$ cat config.mk
export PLATFORM = sky130hd
export DESIGN_NAME = comp_unit
export DESIGN_NICKNAME = d
export VERILOG_FILES = /design/src/common/comp_stream_pkg.sv /design/src/common/comp_csr_pkg.sv /design/src/engine/pkt_ingress.sv /design/src/engine/payload_fifo.sv /design/src/engine/pkt_egress.sv /design/src/verilog/comp_csr.sv /design/src/verilog/comp_unit.sv
export VERILOG_INCLUDE_DIRS = /design/src /design/src/common
export SDC_FILE = /design/constraint.sdc
export NUM_CORES = 1
export LEC_CHECK = 0
export BUFFER_PORTS_ARGS = -buffer_cell sky130_fd_sc_hd__buf_2
export CAP_MARGIN = 10
export CORE_MARGIN = 5
export CORE_UTILIZATION = 56
export DETAILED_ROUTE_END_ITERATION = 8
export PLACE_DENSITY_LB_ADDON = 0.2
export RECOVER_POWER = 100
export SYNTH_ARGS = -nofsm -noshare
export SYNTH_HDL_FRONTEND = slang
export SYNTH_SLANG_ARGS = --single-unit
$ cat constraint.sdc
create_clock -name clk -period 3.6 [get_ports clk]
set_clock_uncertainty 0.1 [all_clocks]
set_input_delay 0.54 -clock clk [delete_from_list [all_inputs] [get_ports clk]]
set_output_delay 0.54 -clock clk [all_outputs]
set_load 0.02 [all_outputs]
$ cat src/common/comp_defines.svh
`ifndef COMP_DEFINES_SVH
`define COMP_DEFINES_SVH

// Stream word width in bits
`define COMP_DATA_W 32

// Packet header layout
`define COMP_HDR_WORDS    8
`define COMP_HDR_FLAG_IDX 4
`define COMP_HDR_LEN_IDX  5
`define COMP_HDR_TASK_IDX 6

// Completion trailer appended after the payload
`define COMP_TRL_WORDS 4

`define COMP_FIFO_DEPTH 4

// Value returned by the identity register
`define COMP_ID_WORD 32'h1006_0402

`endif

$ cat src/common/comp_stream_pkg.sv
`default_nettype none
`include "comp_defines.svh"

package comp_stream_pkg;

   typedef logic [`COMP_DATA_W-1:0] word_t;

   // 0 all bytes valid, 1 upper three, 3 upper two, 7 upper one
   typedef logic [3:0]  rem_t;
   typedef logic [2:0]  flags_t;
   typedef logic [31:0] len_t;      // Byte count
   typedef logic [9:0]  task_idx_t;
   typedef logic [2:0]  hdr_cnt_t;

   typedef enum logic [1:0] {
      ING_IDLE,
      ING_HEADER,
      ING_PAYLOAD,
      ING_INFO_WAIT
   } ingress_state_e;

   typedef enum logic [1:0] {
      EGR_INFO_WAIT,
      EGR_PAYLOAD,
      EGR_TRAILER
   } egress_state_e;

endpackage

`default_nettype wire

$ cat src/common/comp_csr_pkg.sv
`default_nettype none

package comp_csr_pkg;

   typedef logic [3:0]  csr_addr_t;
   typedef logic [31:0] csr_data_t;
   typedef logic [15:0] pkt_cnt_t;

   // Register map
   localparam csr_addr_t CSR_CTRL     = 4'd0;  // Bit 0 soft reset, write only
   localparam csr_addr_t CSR_ID       = 4'd1;
   localparam csr_addr_t CSR_PKT_CNT  = 4'd2;
   localparam csr_addr_t CSR_LAST_LEN = 4'd3;

endpackage

`default_nettype wire

$ cat src/engine/pkt_ingress.sv
`timescale 1ns/1ps
`default_nettype none
`include "comp_defines.svh"

module pkt_ingress (
   input  wire logic                       clk,
   input  wire logic                       rst_n,
   input  wire logic                       soft_rst_i,
   input  wire logic                       in_valid_i,
   input  wire comp_stream_pkg::word_t     in_data_i,
   input  wire comp_stream_pkg::rem_t      in_rem_i,
   input  wire logic                       in_last_i,
   output logic                            in_ready_o,
   output logic                            push_valid_o,
   output comp_stream_pkg::word_t          push_data_o,
   output comp_stream_pkg::rem_t           push_rem_o,
   output logic                            push_last_o,
   input  wire logic                       push_ready_i,
   output logic                            info_valid_o,
   output comp_stream_pkg::flags_t         info_flags_o,
   output comp_stream_pkg::len_t           info_len_o,
   output comp_stream_pkg::task_idx_t      info_task_o,
   input  wire logic                       info_ready_i
);
   import comp_stream_pkg::*;

   ingress_state_e state;
   hdr_cnt_t       hdr_cnt;   // Index of the header word being accepted
   flags_t         flags_q;
   len_t           len_q;
   task_idx_t      task_q;
   logic           in_xfer;

   // Zero the bytes that the remainder code marks unused
   function automatic word_t mask_last(word_t d, rem_t r);
      word_t m;
      case (r)
         4'h1:    m = {d[31:8], 8'h0};
         4'h3:    m = {d[31:16], 16'h0};
         4'h7:    m = {d[31:24], 24'h0};
         default: m = d;
      endcase
      return m;
   endfunction

   always_comb begin
      case (state)
         ING_PAYLOAD:   in_ready_o = push_ready_i;
         ING_INFO_WAIT: in_ready_o = 1'b0;  // Hold off next packet
         default:       in_ready_o = 1'b1;
      endcase
   end

   assign in_xfer      = in_valid_i && in_ready_o;
   assign push_valid_o = (state == ING_PAYLOAD) && in_valid_i;
   assign push_data_o  = in_last_i ? mask_last(in_data_i, in_rem_i) : in_data_i;
   assign push_rem_o   = in_rem_i;
   assign push_last_o  = in_last_i;

   assign info_valid_o = (state == ING_INFO_WAIT);
   assign info_flags_o = flags_q;
   assign info_len_o   = len_q;
   assign info_task_o  = task_q;

   always_ff @(posedge clk) begin
      if (!rst_n || soft_rst_i) begin
         state   <= ING_IDLE;
         hdr_cnt <= '0;
      end else begin
         case (state)
            ING_IDLE: if (in_xfer) begin
               state   <= ING_HEADER;  // Word 0 taken here
               hdr_cnt <= hdr_cnt_t'(1);
            end
            ING_HEADER: if (in_xfer) begin
               hdr_cnt <= hdr_cnt + hdr_cnt_t'(1);
               if (hdr_cnt == hdr_cnt_t'(`COMP_HDR_WORDS - 1))
                  state <= ING_PAYLOAD;
            end
            ING_PAYLOAD: if (in_xfer && in_last_i) state <= ING_INFO_WAIT;
            ING_INFO_WAIT: if (info_ready_i) state <= ING_IDLE;
            default: state <= ING_IDLE;
         endcase
      end
   end

   // Header fields
   always_ff @(posedge clk) begin
      if (state == ING_HEADER && in_xfer) begin
         if (hdr_cnt == hdr_cnt_t'(`COMP_HDR_FLAG_IDX)) flags_q <= in_data_i[31:29];
         if (hdr_cnt == hdr_cnt_t'(`COMP_HDR_LEN_IDX))  len_q   <= in_data_i;
         if (hdr_cnt == hdr_cnt_t'(`COMP_HDR_TASK_IDX)) task_q  <= in_data_i[9:0];
      end
   end

   // Payload only once every header word has been counted
   a_no_push_in_header: assert property (@(posedge clk) disable iff (!rst_n || soft_rst_i)
      push_valid_o |-> hdr_cnt == hdr_cnt_t'(`COMP_HDR_WORDS));

endmodule

`default_nettype wire

$ cat src/engine/payload_fifo.sv
`timescale 1ns/1ps
`default_nettype none
`include "comp_defines.svh"

module payload_fifo #(
   parameter int DEPTH = `COMP_FIFO_DEPTH
) (
   input  wire logic                       clk,
   input  wire logic                       rst_n,
   input  wire logic                       soft_rst_i,
   input  wire logic                       push_valid_i,
   input  wire comp_stream_pkg::word_t     push_data_i,
   input  wire comp_stream_pkg::rem_t      push_rem_i,
   input  wire logic                       push_last_i,
   output logic                            push_ready_o,
   output logic                            pop_valid_o,
   output comp_stream_pkg::word_t          pop_data_o,
   output comp_stream_pkg::rem_t           pop_rem_o,
   output logic                            pop_last_o,
   input  wire logic                       pop_ready_i
);
   import comp_stream_pkg::*;

   localparam int AW = (DEPTH > 1) ? $clog2(DEPTH) : 1;
   localparam int CW = $clog2(DEPTH + 1);

   word_t          data_mem [DEPTH];
   rem_t           rem_mem  [DEPTH];
   logic [DEPTH-1:0] last_mem;
   logic [AW-1:0]  wr_ptr;
   logic [AW-1:0]  rd_ptr;
   logic [CW-1:0]  count;
   logic           push;
   logic           pop;

   assign push_ready_o = (count != CW'(DEPTH));
   assign pop_valid_o  = (count != '0);
   assign push         = push_valid_i && push_ready_o;
   assign pop          = pop_valid_o && pop_ready_i;

   assign pop_data_o = data_mem[rd_ptr];
   assign pop_rem_o  = rem_mem[rd_ptr];
   assign pop_last_o = last_mem[rd_ptr];

   always_ff @(posedge clk) begin
      if (!rst_n || soft_rst_i) begin
         wr_ptr <= '0;
         rd_ptr <= '0;
         count  <= '0;
      end else begin
         if (push) wr_ptr <= (wr_ptr == AW'(DEPTH - 1)) ? '0 : wr_ptr + AW'(1);
         if (pop)  rd_ptr <= (rd_ptr == AW'(DEPTH - 1)) ? '0 : rd_ptr + AW'(1);
         count <= count + CW'(push) - CW'(pop);
      end
   end

   always_ff @(posedge clk) begin
      if (push) begin
         data_mem[wr_ptr] <= push_data_i;
         rem_mem[wr_ptr]  <= push_rem_i;
         last_mem[wr_ptr] <= push_last_i;
      end
   end

   // A wrapped count would show up above DEPTH
   a_no_overflow: assert property (@(posedge clk) disable iff (!rst_n || soft_rst_i)
      count <= CW'(DEPTH));
   a_no_underflow: assert property (@(posedge clk) disable iff (!rst_n || soft_rst_i)
      count == '0 |-> wr_ptr == rd_ptr);

endmodule

`default_nettype wire

$ cat src/engine/pkt_egress.sv
`timescale 1ns/1ps
`default_nettype none
`include "comp_defines.svh"

module pkt_egress (
   input  wire logic                       clk,
   input  wire logic                       rst_n,
   input  wire logic                       soft_rst_i,
   input  wire logic                       info_valid_i,
   input  wire comp_stream_pkg::flags_t    info_flags_i,
   input  wire comp_stream_pkg::len_t      info_len_i,
   input  wire comp_stream_pkg::task_idx_t info_task_i,
   output logic                            info_ready_o,
   input  wire logic                       pop_valid_i,
   input  wire comp_stream_pkg::word_t     pop_data_i,
   input  wire comp_stream_pkg::rem_t      pop_rem_i,
   input  wire logic                       pop_last_i,
   output logic                            pop_ready_o,
   output logic                            out_valid_o,
   output comp_stream_pkg::word_t          out_data_o,
   output logic                            out_last_o,
   input  wire logic                       out_ready_i,
   output logic                            pkt_done_o,
   output comp_stream_pkg::len_t           pkt_bytes_o
);
   import comp_stream_pkg::*;

   localparam int TRL_W = $clog2(`COMP_TRL_WORDS);

   egress_state_e    state;
   logic [TRL_W-1:0] trl_cnt;
   len_t             byte_cnt;   // Running total of the current payload
   len_t             trl_bytes;  // Total frozen for the trailer
   flags_t           flags_q;
   task_idx_t        task_q;
   logic             status_q;
   logic             out_free;
   logic             pop_xfer;
   logic             info_xfer;
   logic             trl_last;
   word_t            trl_word;

   function automatic len_t rem_bytes(rem_t r);
      case (r)
         4'h1:    return len_t'(3);
         4'h3:    return len_t'(2);
         4'h7:    return len_t'(1);
         default: return len_t'(`COMP_DATA_W / 8);
      endcase
   endfunction

   assign out_free     = !out_valid_o || out_ready_i;
   assign pop_ready_o  = (state == EGR_PAYLOAD) && out_free;
   assign pop_xfer     = pop_valid_i && pop_ready_o;
   assign info_ready_o = (state == EGR_INFO_WAIT);
   assign info_xfer    = info_valid_i && info_ready_o;
   assign trl_last     = (trl_cnt == TRL_W'(`COMP_TRL_WORDS - 1));
   assign pkt_done_o   = out_valid_o && out_ready_i && out_last_o;
   assign pkt_bytes_o  = trl_bytes;

   always_comb begin
      case (trl_cnt)
         2'd0:    trl_word = {flags_q, status_q, 28'h0};
         2'd1:    trl_word = trl_bytes;
         2'd2:    trl_word = {22'h0, task_q};
         default: trl_word = '0;
      endcase
   end

   always_ff @(posedge clk) begin
      if (!rst_n || soft_rst_i) begin
         state       <= EGR_PAYLOAD;
         trl_cnt     <= '0;
         byte_cnt    <= '0;
         out_valid_o <= 1'b0;
         out_last_o  <= 1'b0;
      end else begin
         if (out_free) begin
            out_valid_o <= 1'b0;
            out_last_o  <= 1'b0;
         end
         case (state)
            EGR_PAYLOAD: if (pop_xfer) begin
               out_valid_o <= 1'b1;
               byte_cnt    <= byte_cnt + (pop_last_i ? rem_bytes(pop_rem_i)
                                                     : len_t'(`COMP_DATA_W / 8));
               if (pop_last_i) state <= EGR_INFO_WAIT;
            end
            EGR_INFO_WAIT: if (info_xfer) begin
               state    <= EGR_TRAILER;
               trl_cnt  <= '0;
               byte_cnt <= '0;
            end
            EGR_TRAILER: if (out_free) begin
               out_valid_o <= 1'b1;
               out_last_o  <= trl_last;
               trl_cnt     <= trl_cnt + TRL_W'(1);
               if (trl_last) state <= EGR_PAYLOAD;
            end
            default: state <= EGR_PAYLOAD;
         endcase
      end
   end

   always_ff @(posedge clk) begin
      if (pop_xfer) out_data_o <= pop_data_i;
      else if (state == EGR_TRAILER && out_free) out_data_o <= trl_word;
      if (info_xfer) begin
         flags_q   <= info_flags_i;
         task_q    <= info_task_i;
         trl_bytes <= byte_cnt;
         status_q  <= (byte_cnt == info_len_i);  // Counted total matches header
      end
   end

   a_out_hold: assert property (@(posedge clk) disable iff (!rst_n || soft_rst_i)
      out_valid_o && !out_ready_i |=> out_valid_o && $stable(out_data_o) && $stable(out_last_o));

endmodule

`default_nettype wire

$ cat src/verilog/comp_csr.sv
`timescale 1ns/1ps
`default_nettype none
`include "comp_defines.svh"

module comp_csr (
   input  wire logic                       clk,
   input  wire logic                       rst_n,
   input  wire logic                       csr_rd_i,
   input  wire logic                       csr_wr_i,
   input  wire comp_csr_pkg::csr_addr_t    csr_addr_i,
   input  wire comp_csr_pkg::csr_data_t    csr_wdata_i,
   output comp_csr_pkg::csr_data_t         csr_rdata_o,
   output logic                            csr_ack_o,
   input  wire logic                       pkt_done_i,
   input  wire comp_stream_pkg::len_t      pkt_bytes_i,
   output logic                            soft_rst_o
);
   import comp_stream_pkg::*;
   import comp_csr_pkg::*;

   pkt_cnt_t  pkt_cnt;
   len_t      last_len;
   csr_data_t rd_mux;

   always_comb begin
      case (csr_addr_i)
         CSR_ID:       rd_mux = `COMP_ID_WORD;
         CSR_PKT_CNT:  rd_mux = csr_data_t'(pkt_cnt);
         CSR_LAST_LEN: rd_mux = last_len;
         default:      rd_mux = '0;  // CTRL and unmapped
      endcase
   end

   always_ff @(posedge clk) begin
      if (!rst_n) begin
         csr_ack_o  <= 1'b0;
         soft_rst_o <= 1'b0;
      end else begin
         csr_ack_o  <= csr_rd_i || csr_wr_i;
         soft_rst_o <= csr_wr_i && (csr_addr_i == CSR_CTRL) && csr_wdata_i[0];
      end
   end

   always_ff @(posedge clk) begin
      if (csr_rd_i) csr_rdata_o <= rd_mux;
   end

   // Statistics, also cleared by soft reset
   always_ff @(posedge clk) begin
      if (!rst_n || soft_rst_o) begin
         pkt_cnt  <= '0;
         last_len <= '0;
      end else if (pkt_done_i) begin
         pkt_cnt  <= pkt_cnt + pkt_cnt_t'(1);
         last_len <= pkt_bytes_i;
      end
   end

   // One request type per cycle on the register bus
   a_rd_wr_excl: assert property (@(posedge clk) disable iff (!rst_n)
      !(csr_rd_i && csr_wr_i));

endmodule

`default_nettype wire

$ cat src/verilog/comp_unit.sv
`timescale 1ns/1ps
`default_nettype none

module comp_unit (
   input  wire logic                       clk,
   input  wire logic                       rst_n,
   input  wire logic                       in_valid_i,
   input  wire comp_stream_pkg::word_t     in_data_i,
   input  wire comp_stream_pkg::rem_t      in_rem_i,
   input  wire logic                       in_last_i,
   output logic                            in_ready_o,
   output logic                            out_valid_o,
   output comp_stream_pkg::word_t          out_data_o,
   output logic                            out_last_o,
   input  wire logic                       out_ready_i,
   input  wire logic                       csr_rd_i,
   input  wire logic                       csr_wr_i,
   input  wire comp_csr_pkg::csr_addr_t    csr_addr_i,
   input  wire comp_csr_pkg::csr_data_t    csr_wdata_i,
   output comp_csr_pkg::csr_data_t         csr_rdata_o,
   output logic                            csr_ack_o
);
   import comp_stream_pkg::*;

   logic      push_valid, push_last, push_ready;
   word_t     push_data;
   rem_t      push_rem;
   logic      pop_valid, pop_last, pop_ready;
   word_t     pop_data;
   rem_t      pop_rem;
   logic      info_valid, info_ready;
   flags_t    info_flags;
   len_t      info_len;
   task_idx_t info_task;
   logic      soft_rst;
   logic      pkt_done;
   len_t      pkt_bytes;

   pkt_ingress u_ingress (
      .clk, .rst_n, .soft_rst_i(soft_rst),
      .in_valid_i, .in_data_i, .in_rem_i, .in_last_i, .in_ready_o,
      .push_valid_o(push_valid), .push_data_o(push_data), .push_rem_o(push_rem),
      .push_last_o(push_last), .push_ready_i(push_ready),
      .info_valid_o(info_valid), .info_flags_o(info_flags), .info_len_o(info_len),
      .info_task_o(info_task), .info_ready_i(info_ready)
   );

   payload_fifo u_fifo (
      .clk, .rst_n, .soft_rst_i(soft_rst),
      .push_valid_i(push_valid), .push_data_i(push_data), .push_rem_i(push_rem),
      .push_last_i(push_last), .push_ready_o(push_ready),
      .pop_valid_o(pop_valid), .pop_data_o(pop_data), .pop_rem_o(pop_rem),
      .pop_last_o(pop_last), .pop_ready_i(pop_ready)
   );

   pkt_egress u_egress (
      .clk, .rst_n, .soft_rst_i(soft_rst),
      .info_valid_i(info_valid), .info_flags_i(info_flags), .info_len_i(info_len),
      .info_task_i(info_task), .info_ready_o(info_ready),
      .pop_valid_i(pop_valid), .pop_data_i(pop_data), .pop_rem_i(pop_rem),
      .pop_last_i(pop_last), .pop_ready_o(pop_ready),
      .out_valid_o, .out_data_o, .out_last_o, .out_ready_i,
      .pkt_done_o(pkt_done), .pkt_bytes_o(pkt_bytes)
   );

   comp_csr u_csr (
      .clk, .rst_n,
      .csr_rd_i, .csr_wr_i, .csr_addr_i, .csr_wdata_i, .csr_rdata_o, .csr_ack_o,
      .pkt_done_i(pkt_done), .pkt_bytes_i(pkt_bytes),
      .soft_rst_o(soft_rst)
   );

endmodule

`default_nettype wire

==> flow_summary.toml <==
[clock_tree]
clkTransAtPathRegs_ns = 0.06
cts_tree = "done"
ctsLongestPathBuffers = 3
cts_max_level = 2
cts_hold_buf = 0
cts_root_buf = "clkbuf_16"
cts_buffers = 41
insertion_delay_ns = 0.53
post_cts_buffers = 0
cts_resized = 0
cts.sinks = 405

[worst_setup_path]
worstPathMaxFanout = 23
crit_type = "reg2reg"
max_stage_delay_ns = 0.90
path_delay_family = "buffers and inverters"
critPathBufInv = 2
worst_ep_required_time_ns = 3.74
worst_ep_arrival_time_ns = 3.47
worstPathCellList = "or3_1 -> nand3_1 -> clkbuf_1 -> nand2_1 -> buf_4"
endpoint_kind = "register"
cp_slowest_cell = "clkbuf_1"
startpoint_type = "register"

[logic_synthesis]
synthTopCellsByArea = "edfxtp_1, dfxtp_1, mux4_2"
synth.net_count = 1266
syn_avg_cell_area_sq_um = 13.9
synth-seq-cells = 405
synth_cell_type_count = 50
yosys_warnings = 0
synth_ff_type = "edfxtp_1"
syn_area_sq_mm = 0.0161
yosys-top-cells-count = "edfxtp_1, nand2_1, dfxtp_1"
yosysTopAreaCell = "edfxtp_1"
synth_cells = 1157
synth-async-reset-ratio_pct = 0
synth-edff-count = 303
yosysSeqAreaShare_pct = 69.3
yosysTopAreaCellShare_pct = 56.6
synth_most_common_cell = "edfxtp_1"

[outcome]
violations = "capacitance limit, slew limit"
status = "finished, violations left"

[place]
gp_congestion = 0.853
pre_cts_ws_ns = 0.361
numPortBuffers = 115
hpwl_mm = 23.5

[floorplan]
core_area_sq_mm = 0.0285
die_h_microns = 179
dieArea_sq_mm = 0.0322
initial_core_util_pct = 56.3
die_width_microns = 179
core.rowCount = 62
io_pins = 147

[finish]
area_delta_synth_final_pct = 14.0
n_antenna_cell = 0
nFillCells = 2212
finalNetCount = 1397
regArea_sq_mm = 0.0111
multiInputGateArea_sq_mm = 0.00464
layout-drive-gt1-share_pct = 10.2

[drt]
ant_nets = 0
postRouteWirelength_mm = 35.2
wl_per_cell_microns = 20.6
firstDrtPassIters = 5
viasPerCell = 5.65
drt-initial-drc-count = 1006
vias = 9624
drc = 0

[power]
pwr_density_cell_mw_per_mm2 = 670
vdd_ir_drop_max_uv = 491
p_leak_uw = 0.00622

[timing]
slew_headroom_pct = -19.8
worst_pin_slew_ns = 1.80
finalSetupViolations = 0
fin_crit_sh_pct = 92.4
rsz0062_at_grt = "no"
max_freq_mhz = 300
finalCriticalPeriod_ns = 3.33
slew_viol_final = 87
setup_slack_ns = 0.272
finalHoldViolations = 0
tns_ns = 0

[global_route]
grt_overflow = 0
antenna_found_initial = 0
grt_pass1_wl_mm = 55.2
track_usage_pct = 21.7
grt_max_degree = 48
first_global_vias = 9526

[hold_path]
hold_path.class = "in2reg"

[run]
maxCapViolCount = 3
## kinds of logic after synthesis
group / count (synthesis) / share of synthesized area (%)
fa+ha+maj: 30 / 2.43
compound gates: 138 / 5.49
buf+inv: 81 / 1.91
simple gates: 394 / 11.9
flops: 405 / 69.3
xor+xnor: 70 / 3.81
mux: 39 / 5.15
## stage by stage
| step | instances | hold slack [ns] | util, % | power (uW) | cell area [sq um] |
|---|---|---|---|---|---|
| final | 1703 | 0.113 | 64.2 | 12300 | 18300 |
| after floorplan | 1157 | 0.300 | - | 7320 | 16100 |
| after global placement | 1629 | 0.301 | 60.1 | 8180 | 17200 |
| after CTS | 1703 | 0.0908 | 64.9 | 12500 | 18500 |
| after global routing | 1703 | 0.0879 | 64.2 | 12800 | 18300 |
| after detailed placement | 1629 | 0.305 | 60.1 | 8220 | 17200 |
## layer usage
layer / global-route usage [%] / part of all wire, %
met5: 0 / 0
met4: 5.27 / 2.1
met2: 35.5 / 47
met1: 30.6 / 43
met3: 4.32 / 7.6
## cell usage in the layout (no fill, tap or decap), types with 30 or more instances in the layout
| cell type | n |
|---|---|
| a21oi_1 | 58 |
| clkbuf_1 | 119 |
| clkbuf_16 | 42 |
| dfxtp_1 | 101 |
| edfxtp_1 | 303 |
| inv_1 | 30 |
| mux4_2 | 35 |
| nand2_1 | 151 |
| nand3_1 | 40 |
| nor2_1 | 60 |
| xor2_1 | 46 |
## power breakdown
| part | total [uW] | switching (uW) | leakage [uW] | internal, uW |
|---|---|---|---|---|
| clock | 4250 | 1700 | 0.000663 | 2560 |
| sequential | 5660 | 167 | 0.00360 | 5490 |
| combinational | 2370 | 1610 | 0.00195 | 755 |
| total | 12300 | 3480 | 0.00622 | 8800 |
## registers in the layout, indices dropped and copies added (netlist names), 2 cells and up, named ones only
register	flops
u_csr.csr_rdata_o	32
u_csr.last_len	32
u_csr.pkt_cnt	16
u_egress.byte_cnt	32
u_egress.flags_q	3
u_egress.out_data_o	32
u_egress.pkt_bytes_o	32
u_egress.state	2
u_egress.task_q	10
u_egress.trl_cnt	2
u_fifo.count	3
u_fifo.data_mem	128
u_fifo.last_mem	4
u_fifo.rd_ptr	2
u_fifo.rem_mem	16
u_fifo.wr_ptr	2
u_ingress.hdr_cnt	3
u_ingress.info_flags_o	3
u_ingress.info_len_o	32
u_ingress.info_task_o	10
u_ingress.state	2
## cell type report
cell class	instances	area share [%]
multi-input combinational	671	25.3
clock inverter	15	1.02
timing repair buffer	139	3.24
inverter	30	0.614
tap	384	2.62
clock buffer	59	6.41
sequential	405	60.8
## path summary, 6_finish.rpt
kind                                           start                                 end  slack (ns)  cells after the start
setup / recovery          u_fifo.count[1]$_SDFF_PP0_    u_egress.out_data_o[8]$_DFFE_PP_        0.27                      5
setup reg to reg          u_fifo.count[1]$_SDFF_PP0_    u_egress.out_data_o[8]$_DFFE_PP_        0.27                      5
hold reg to reg   u_ingress.info_task_o[6]$_DFFE_PP_        u_egress.task_q[6]$_DFFE_PP_        0.32                      0
hold / removal                         in_data_i[21]  u_ingress.info_len_o[21]$_DFFE_PP_        0.11                      1
Power figures use the tool's default switching activity.
